## src/noiseVoice_params.svh

```systemverilog
// Register map and widths for the noise voice; addresses are 2 bits and address 3 is unused
`ifndef NOISEVOICE_PARAMS_SVH
`define NOISEVOICE_PARAMS_SVH

// Host write address width
`define NV_ADDR_W 2

// Register addresses
`define NV_ADDR_CTRL 2'd0 // Enable, noise shift and noise step
`define NV_ADDR_VOLL 2'd1 // Left volume
`define NV_ADDR_VOLR 2'd2 // Right volume

// Volumes are read as signed values of this width
`define NV_VOL_W 16

// Noise word width, also the width of each output sample
`define NV_NOISE_W 16

// Product scaling, a volume of 0x7FFF is just under unity gain
`define NV_PROD_SHIFT 15

// Noise timer width, kept internal to the generator
`define NV_TIMER_W 19

`endif

```

## src/spuNoisePkg.sv

```systemverilog
// Control word layout for the noise voice; reserved bits are stored but have no effect
package spuNoisePkg;

	// Field view of the control register
	typedef struct packed {
		logic       enable;    // Bit 15
		logic       rsvdHi;    // Bit 14
		logic [3:0] shift;     // Bits 13..10, noise clock shift
		logic [1:0] step;      // Bits 9..8, stored later as step+4
		logic [7:0] rsvdLo;    // Bits 7..0
	} noiseCtrlFields_t;

	// Same control word, raw and decoded
	typedef union packed {
		logic [15:0]      raw;
		noiseCtrlFields_t fields;
	} noiseCtrlWord_u;

endpackage

```

## src/noiseCtrlIf.sv

```systemverilog
// Decoded control and volumes; values change one cycle after the host write
`timescale 1ns/1ps
`include "noiseVoice_params.svh"

interface noiseCtrlIf;

	logic                        enable;     // Voice output enable
	logic [3:0]                  noiseShift; // Noise clock shift
	logic [3:0]                  noiseStep;  // Already widened to 4..7
	logic signed [`NV_VOL_W-1:0] volLeft;
	logic signed [`NV_VOL_W-1:0] volRight;

	// Register file side
	modport ctrlSrc (
		output enable,
		output noiseShift,
		output noiseStep,
		output volLeft,
		output volRight
	);

	// Generator and scaler side
	modport ctrlSink (
		input enable,
		input noiseShift,
		input noiseStep,
		input volLeft,
		input volRight
	);

endinterface

```

## src/NoiseUnit.sv

```systemverilog
// Noise generator; level advances on every tick whatever the shift and step, timer stays internal
`timescale 1ns/1ps
`include "noiseVoice_params.svh"

module NoiseUnit (
	input  logic                    clk,
	input  logic                    i_nrst,
	input  logic                    i_ctrl44Khz,
	input  logic [3:0]              i_noiseShift,
	input  logic [3:0]              i_noiseStep,
	output logic [`NV_NOISE_W-1:0] o_noiseOut
);

	logic [`NV_TIMER_W-1:0] noiseTimer;
	logic [`NV_NOISE_W-1:0] noiseLevel;

	// Inverted parity of the feedback taps
	logic feedBit;
	assign feedBit = ~(noiseLevel[15] ^ noiseLevel[12] ^ noiseLevel[11] ^ noiseLevel[10]);

	logic [`NV_NOISE_W-1:0] nextLevel;
	assign nextLevel = {noiseLevel[`NV_NOISE_W-2:0], feedBit};

	// Step arrives as 4..7 and is sign-extended to the timer width
	logic [`NV_TIMER_W-1:0] stepExt;
	logic [`NV_TIMER_W-1:0] timerStep;
	assign stepExt   = {{(`NV_TIMER_W-4){i_noiseStep[3]}}, i_noiseStep};
	assign timerStep = noiseTimer + stepExt;

	// One-hot offset where shift 0 selects the top bit
	logic [`NV_NOISE_W-1:0] shiftAdd;
	assign shiftAdd = 16'h8000 >> i_noiseShift;

	logic [`NV_TIMER_W-1:0] timerOfs1;
	logic [`NV_TIMER_W-1:0] timerOfs2;
	logic [`NV_TIMER_W-1:0] timerOfs;
	logic [`NV_TIMER_W-1:0] timerNext;

	assign timerOfs1 = timerStep + {1'b0, shiftAdd, 2'b00};
	assign timerOfs2 = timerStep + {shiftAdd, 3'b000};  // Second wrap adds twice the offset
	assign timerOfs  = timerOfs1[`NV_TIMER_W-1] ? timerOfs2 : timerOfs1;
	assign timerNext = timerStep[`NV_TIMER_W-1] ? timerOfs : timerStep;

	always_ff @(posedge clk) begin
		if (!i_nrst) begin
			noiseTimer <= '0;
			noiseLevel <= '0;
		end else if (i_ctrl44Khz) begin
			noiseTimer <= timerNext;
			noiseLevel <= nextLevel;
		end
	end

	// Word that the next tick loads
	assign o_noiseOut = nextLevel;

endmodule

```

## src/noiseRegFile.sv

```systemverilog
// Host register file; single-cycle write strobes, writes to address 3 are dropped, no readback
`timescale 1ns/1ps
`include "noiseVoice_params.svh"

module noiseRegFile (
	input  logic                 clk,
	input  logic                 i_nrst,
	input  logic                 i_wrEn,
	input  logic [`NV_ADDR_W-1:0] i_wrAddr,
	input  logic [15:0]          i_wrData,
	noiseCtrlIf.ctrlSrc          ctrl
);

	import spuNoisePkg::*;

	noiseCtrlWord_u               ctrlWord;
	logic signed [`NV_VOL_W-1:0] volLeft;
	logic signed [`NV_VOL_W-1:0] volRight;

	// Address decode
	logic wrCtrl;
	logic wrVolL;
	logic wrVolR;

	assign wrCtrl = i_wrEn && (i_wrAddr == `NV_ADDR_CTRL);
	assign wrVolL = i_wrEn && (i_wrAddr == `NV_ADDR_VOLL);
	assign wrVolR = i_wrEn && (i_wrAddr == `NV_ADDR_VOLR);

	always_ff @(posedge clk) begin
		if (!i_nrst) begin
			ctrlWord.raw <= '0;
			volLeft      <= '0;
			volRight     <= '0;
		end else begin
			if (wrCtrl) begin
				ctrlWord.raw <= i_wrData; // Raw view takes the whole word
			end
			if (wrVolL) begin
				volLeft <= $signed(i_wrData);
			end
			if (wrVolR) begin
				volRight <= $signed(i_wrData);
			end
		end
	end

	assign ctrl.enable     = ctrlWord.fields.enable;
	assign ctrl.noiseShift = ctrlWord.fields.shift;

	// Step field 0..3 is widened to 4..7 for the noise timer
	assign ctrl.noiseStep = {2'b01, ctrlWord.fields.step};

	assign ctrl.volLeft  = volLeft;
	assign ctrl.volRight = volRight;

	// Fields of a control write appear on the bus one cycle later
	assert property (@(posedge clk) disable iff (!i_nrst)
		wrCtrl |=> (ctrl.enable == $past(i_wrData[15])
			&& ctrl.noiseShift == $past(i_wrData[13:10])
			&& ctrl.noiseStep == 4'd4 + 4'($past(i_wrData[9:8]))))
		else $error("noiseRegFile: control fields wrong after a control write");

endmodule

```

## src/noiseVoice.sv

```systemverilog
// Noise voice top; host writes are strobes, the tick is a 44.1 kHz single-cycle pulse
`timescale 1ns/1ps
`include "noiseVoice_params.svh"

module noiseVoice (
	input  logic                        clk,
	input  logic                        i_nrst,
	input  logic                        i_wrEn,
	input  logic [`NV_ADDR_W-1:0]       i_wrAddr,
	input  logic [15:0]                 i_wrData,
	input  logic                        i_ctrl44Khz,
	output logic                        o_sampleValid,
	output logic signed [`NV_VOL_W-1:0] o_left,
	output logic signed [`NV_VOL_W-1:0] o_right
);

	noiseCtrlIf ctrlBus ();

	logic [`NV_NOISE_W-1:0] noiseWord;

	noiseRegFile u_regFile (
		.clk      (clk),
		.i_nrst   (i_nrst),
		.i_wrEn   (i_wrEn),
		.i_wrAddr (i_wrAddr),
		.i_wrData (i_wrData),
		.ctrl     (ctrlBus.ctrlSrc)
	);

	// Generator takes shift and step from the sink side of the bus
	NoiseUnit u_noise (
		.clk          (clk),
		.i_nrst       (i_nrst),
		.i_ctrl44Khz  (i_ctrl44Khz),
		.i_noiseShift (ctrlBus.noiseShift),
		.i_noiseStep  (ctrlBus.noiseStep),
		.o_noiseOut   (noiseWord)
	);

	noiseVolumeScaler u_scaler (
		.clk           (clk),
		.i_nrst        (i_nrst),
		.i_ctrl44Khz   (i_ctrl44Khz),
		.i_noise       (noiseWord),
		.ctrl          (ctrlBus.ctrlSink),
		.o_sampleValid (o_sampleValid),
		.o_left        (o_left),
		.o_right       (o_right)
	);

endmodule

```

## src/noiseVolumeScaler.sv

```systemverilog
// Stereo output stage; captures on the tick edge, valid is a single-cycle pulse, no back-pressure
`timescale 1ns/1ps
`include "noiseVoice_params.svh"

module noiseVolumeScaler (
	input  logic                        clk,
	input  logic                        i_nrst,
	input  logic                        i_ctrl44Khz,
	input  logic [`NV_NOISE_W-1:0]     i_noise,
	noiseCtrlIf.ctrlSink                ctrl,
	output logic                        o_sampleValid,
	output logic signed [`NV_VOL_W-1:0] o_left,
	output logic signed [`NV_VOL_W-1:0] o_right
);

	localparam int ProdW = `NV_NOISE_W + `NV_VOL_W;

	logic signed [ProdW-1:0] prodLeft;
	logic signed [ProdW-1:0] prodRight;

	// Noise word read as signed
	assign prodLeft  = $signed(i_noise) * ctrl.volLeft;
	assign prodRight = $signed(i_noise) * ctrl.volRight;

	// Arithmetic shift then truncate, disabled voice is silent
	logic signed [`NV_VOL_W-1:0] sampleLeft;
	logic signed [`NV_VOL_W-1:0] sampleRight;

	assign sampleLeft  = ctrl.enable ? prodLeft[`NV_PROD_SHIFT +: `NV_VOL_W] : '0;
	assign sampleRight = ctrl.enable ? prodRight[`NV_PROD_SHIFT +: `NV_VOL_W] : '0;

	always_ff @(posedge clk) begin
		if (!i_nrst) begin
			o_sampleValid <= 1'b0;
			o_left        <= '0;
			o_right       <= '0;
		end else begin
			o_sampleValid <= i_ctrl44Khz; // One pulse per tick
			if (i_ctrl44Khz) begin
				o_left  <= sampleLeft;
				o_right <= sampleRight;
			end
		end
	end

	// A sample follows each tick by exactly one cycle, back-to-back ticks included
	assert property (@(posedge clk) disable iff (!i_nrst)
		$past(i_nrst) |-> (o_sampleValid == $past(i_ctrl44Khz)))
		else $error("noiseVolumeScaler: valid pulse out of step with tick");

endmodule

```

## config.mk

```make
export PLATFORM = sky130hd
export DESIGN_NAME = noiseVoice
export DESIGN_NICKNAME = d
export VERILOG_FILES = /design/src/spuNoisePkg.sv /design/src/noiseCtrlIf.sv /design/src/NoiseUnit.sv /design/src/noiseRegFile.sv /design/src/noiseVoice.sv /design/src/noiseVolumeScaler.sv
export VERILOG_INCLUDE_DIRS = /design/src
export SDC_FILE = /design/constraint.sdc
export NUM_CORES = 2
export LEC_CHECK = 0
export BUFFER_PORTS_ARGS = -buffer_cell sky130_fd_sc_hd__buf_4
export CORE_UTILIZATION = 25
export CTS_BUF_LIST = sky130_fd_sc_hd__clkbuf_4
export CTS_CLUSTER_SIZE = 28
export DETAILED_ROUTE_END_ITERATION = 6
export GPL_TIMING_DRIVEN = 1
export PLACE_DENSITY = 0.44
export SETUP_SLACK_MARGIN = 0.02
export SKIP_CTS_REPAIR_TIMING = 1
export SYNTH_ARGS = -nofsm -noshare
export SYNTH_HDL_FRONTEND = slang
export SYNTH_SLANG_ARGS = --single-unit
```

## constraint.sdc

```tcl
create_clock -name clk -period 7.76 [get_ports clk]
set_input_delay 0.388 -clock clk [delete_from_list [all_inputs] [get_ports clk]]
set_output_delay 0.388 -clock clk [all_outputs]
set_load 0.05 [all_outputs]
```

==> impl_summary.txt <==
----------------------------------------------------
[Critical path]
  Register-to-register setup slack ... roughly 930 ps
  Crit path buffers/inverters ... 4
  Crit. path cell count ... 20
  Maximum cell stage delay along the critical path ... 840 ps
  Launch point of the worst path ... u_noise.noiseLevel[14]$_SDFFE_PN0P_
  Crit path max-delay family ... adder cells
  Critical Path End ... u_scaler.o_left[14]$_SDFFE_PN0P_
  Setup CP Type ... flip-flop to flip-flop
  Crit path capture type ... flip-flop
  Startpoint type of the worst setup path ... flip-flop
  Slowest stage cell on the critical path ... sky130_fd_sc_hd__dfxtp_1
  Most Frequent Cell on Critical Path ... sky130_fd_sc_hd__fa_1
  Critical path fanouts, max ... 19
  Worst EP arrival ... 7280 ps
  Reg2reg path depth ... 20
  Endpoint of the most critical register-to-register path ... u_scaler.o_left[14]$_SDFFE_PN0P_
  Required time at the worst-slack endpoint ... 8210 ps
  Crit-path cells ... buf_4 -> nand2_1 -> inv_1 -> fa_1 -> fa_1 -> inv_1 -> fa_1 -> fa_1 -> fa_1 -> fa_1 -> inv_1 -> ha_1 -> and4_1 -> nand4_1 -> or2_2 -> o22ai_2 -> o21ai_1 -> o311a_1 -> xor2_1 -> o21ai_1
  Worst reg2reg path startpoint ... u_noise.noiseLevel[14]$_SDFFE_PN0P_

[Place]
  Port-buffer cells ... 54
  Total half-perimeter wirelength after legalization and detailed placement ... about 45000 um
  Gpl congestion ... between 0.7 and 0.8
  Placed standard-cell area ... ~23000 um2

[Timing]
  Fin. Hold Viols ... 0
  Final hold slack ... 83.29 ps
  Minimum clock period ... 6829 ps
  Final setup violation count ... 0
  F_max ... 0.1464 GHz
  Final sum of negative setup slack ... 0 ps
  Total count of max-transition violations in the final report ... 0
  Slew at the pin with the worst max-slew slack ... roughly 1200 ps
  Relative slew slack ... 0.2240
  Worst Skew ... 70.07 ps
  Post-route clock period utilization ... 0.8801
  Setup repair after global routing missed its margin ... no

[CTS]
  Latest clock arrival within the worst-skew pair ... 580 ps
  Number of buffers created by CTS ... 9
  Clock Sinks ... 82
  CTS tree ... done
  H-tree Lvls ... 3
  Clk slew on worst S/H paths ... 220 ps
  Clock Root Buffer ... sky130_fd_sc_hd__clkbuf_4
  Maximum root-to-sink buffer count ... 2

[Floorplanning]
  I/O Pins ... 55
  Number of cell rows ... 107
  Horiz. Die Dim ... 296.0 um
  Area of the die ... 87610 um2
  Die Y ... 296.0 um
  Core Region ... 85410 um2
  Starting Density ... 0.2530

[Yosys]
  Top-count cell post-synth ... sky130_fd_sc_hd__inv_1
  Flip-flop and latch count after synthesis ... just over 80
  EDFF count, synth ... 0
  Top_reg_cell synth ... sky130_fd_sc_hd__dfxtp_1
  Warnings from Yosys ... 0
  Proportion of synthesized flip-flops having asynchronous set or reset ... 0
  Library cell occupying the most area in the post-synthesis netlist ... sky130_fd_sc_hd__fa_1
  Total nets after synthesis ... 3058
  Mapped Avg Cell Area ... 9.110 um2
  Unique masters post-synth ... 63
  Fraction of synthesized cell area taken by the top area cell type ... 0.4725
  Post-synthesis sequential area ratio ... 0.07597
  Commonest cells post-synth ... sky130_fd_sc_hd__inv_1 (571), sky130_fd_sc_hd__fa_1 (510), sky130_fd_sc_hd__nand2_1 (378)
  Cells after synthesis ... 2372
  Synthesized area ... 21610 um2
  Synth top area cells ... sky130_fd_sc_hd__fa_1 (47%), sky130_fd_sc_hd__inv_1 (9.9%), sky130_fd_sc_hd__ha_1 (8.9%)

[Final layout]
  Synth-to-layout area growth ... 8.280%
  Cell area after layout ... around 23000 um2
  Number of filler cells placed in the layout ... 9300
  Final #Nets ... between 3000 and 4000
  Proportion of layout cells with a drive suffix above 1 ... 0.05149
  Storage element area ... 1642 um2
  Multi-input combinational cell area ... approximately 17000 um2

[Global routing]
  Remaining global-route overflow ... 0
  Number of antenna violations at the first check in global routing ... 4
  Maximum number of pins on one net before global-route repair ... 59
  Global-route wire length before repair ... around 92000 um
  Vias in the first global route ... between 15000 and 20000
  Global routing usage summed across all routing layers ... 0.1349

[Power]
  Peak ir drop on the vdd network ... approximately 0.000068 V
  Power, Total ... 957.3 uW
  Ratio of total power to cell area ... 40.92 nW/um2
  Leakage power summed over all cells ... 0.009992 uW

[Detailed routing]
  DR iter-0 viols ... ~540
  Drt wl/cell ... 15.73 um
  Detailed-route vias per instance ... approximately 4.3
  Total wire length ... approximately 55000 um
  Final antenna-violating net count ... 0
  DR vias ... about 15000
  TritonRoute pass-1 iters ... 5
  DRC violation count after routing ... 0

[Job]
  Max-Cap Viols ... 0

[Hold path]
  Kind of path behind the tightest hold check ... primary input to flip-flop

[Outcome]
  Result of the run ... finished clean

----------------------------------------------------
worst min-delay path, stage by stage:
cell	delay, ps
sky130_fd_sc_hd__buf_4	110
sky130_fd_sc_hd__nand2_1	40
sky130_fd_sc_hd__a21boi_0	60
where the power goes:
group,switching [uW],internal (uW)
Combinational,99.2,66.7
Clock,201,130
Sequential,31.9,428
layout by cell type (no fill, tap or decap), drive strengths merged, types with 5 or more instances in the layout:
cell type	instances
nor2b	22
ha	154
mux2i	19
a211oi	7
a21o	17
nor3	5
dfxtp	82
a21oi	22
clkinv	5
nand4	7
xnor2	42
clkbuf	9
o211ai	5
nor2	15
inv	571
nor3b	7
fa	510
nand2	378
and2	200
o21ai	34
nand3	15
a21boi	34
nand2b	30
buf	89
or3	6
o21a	5
and3	5
xor2	6
logic make-up after synthesis:
kind of cell,share of synthesized area
AOI/OAI and AO/OA,0.05020
DFF,0.07597
buffers and inverters,0.1219
adders and majority gates,0.5617
muxes,0.008801
xor gates and xnor gates,0.02154
and+or+nand+nor,0.1599
metal layers:
layer  GRT usage  up-vias  share of wire  wire [um]
li1            -     6849              -          -
met1      0.1769     8015           0.44      24190
met2      0.2377      221           0.51      28240
met3     0.01297       35          0.032       1777
met4     0.03219        2          0.014        770
met5           0        -        0.00013          7
state kept, by name, indices dropped and copies added (netlist names):
signal,cells
u_regFile.ctrl.volRight,16
u_scaler.o_right,16
u_noise.noiseLevel,16
u_regFile.ctrlWord,1
u_scaler.o_left,16
u_scaler.o_sampleValid,1
u_regFile.ctrl.volLeft,16
metrics by stage:
| stage | std cells | setup WS, ps | util |
|---|---|---|---|
| after floorplan | 2372 | 1574 | - |
| after global placement | 3478 | 1060 | 0.2720 |
| after detailed placement | 3478 | 969.0 | 0.2720 |
| after CTS | 3494 | 921.8 | 0.2739 |
| after global routing | 3495 | 529.9 | 0.2739 |
| final | 3496 | 930.6 | 0.2739 |
worst min-delay path by stage:
| stage | slack [ps] | endpoint | from | cells past startpoint |
|---|---|---|---|---|
| 2_1_floorplan | 490 | u_regFile.ctrl.volLeft[0]$_SDFFE_PN0P_ | u_regFile.ctrl.volLeft[0]$_SDFFE_PN0P_ | 2 |
| 3_3_place_gp | 440 | u_scaler.o_left[5]$_SDFFE_PN0P_ | u_scaler.o_left[5]$_SDFFE_PN0P_ | 2 |
| 3_5_place_dp | 440 | u_scaler.o_left[5]$_SDFFE_PN0P_ | u_scaler.o_left[5]$_SDFFE_PN0P_ | 2 |
| 4_1_cts | -2 | u_regFile.ctrl.volRight[8]$_SDFFE_PN0P_ | i_wrData[8] | 3 |
| 5_1_grt | 50 | u_regFile.ctrl.volRight[8]$_SDFFE_PN0P_ | i_wrData[8] | 3 |
| 6_report | 80 | u_regFile.ctrl.volRight[9]$_SDFFE_PN0P_ | i_wrData[9] | 3 |
final cells by class:
class,instances,share of cell area
Multi-Input combinational cell,1592,0.7409
Inverter,571,0.09160
Sequential cell,82,0.07016
Tap cell,1144,0.06118
Timing Repair Buffer,89,0.02909
Clock inverter,7,0.004011
Clock buffer,9,0.002888
Antenna cell,2,0.0002139
(Power assumes the default switching activity.)
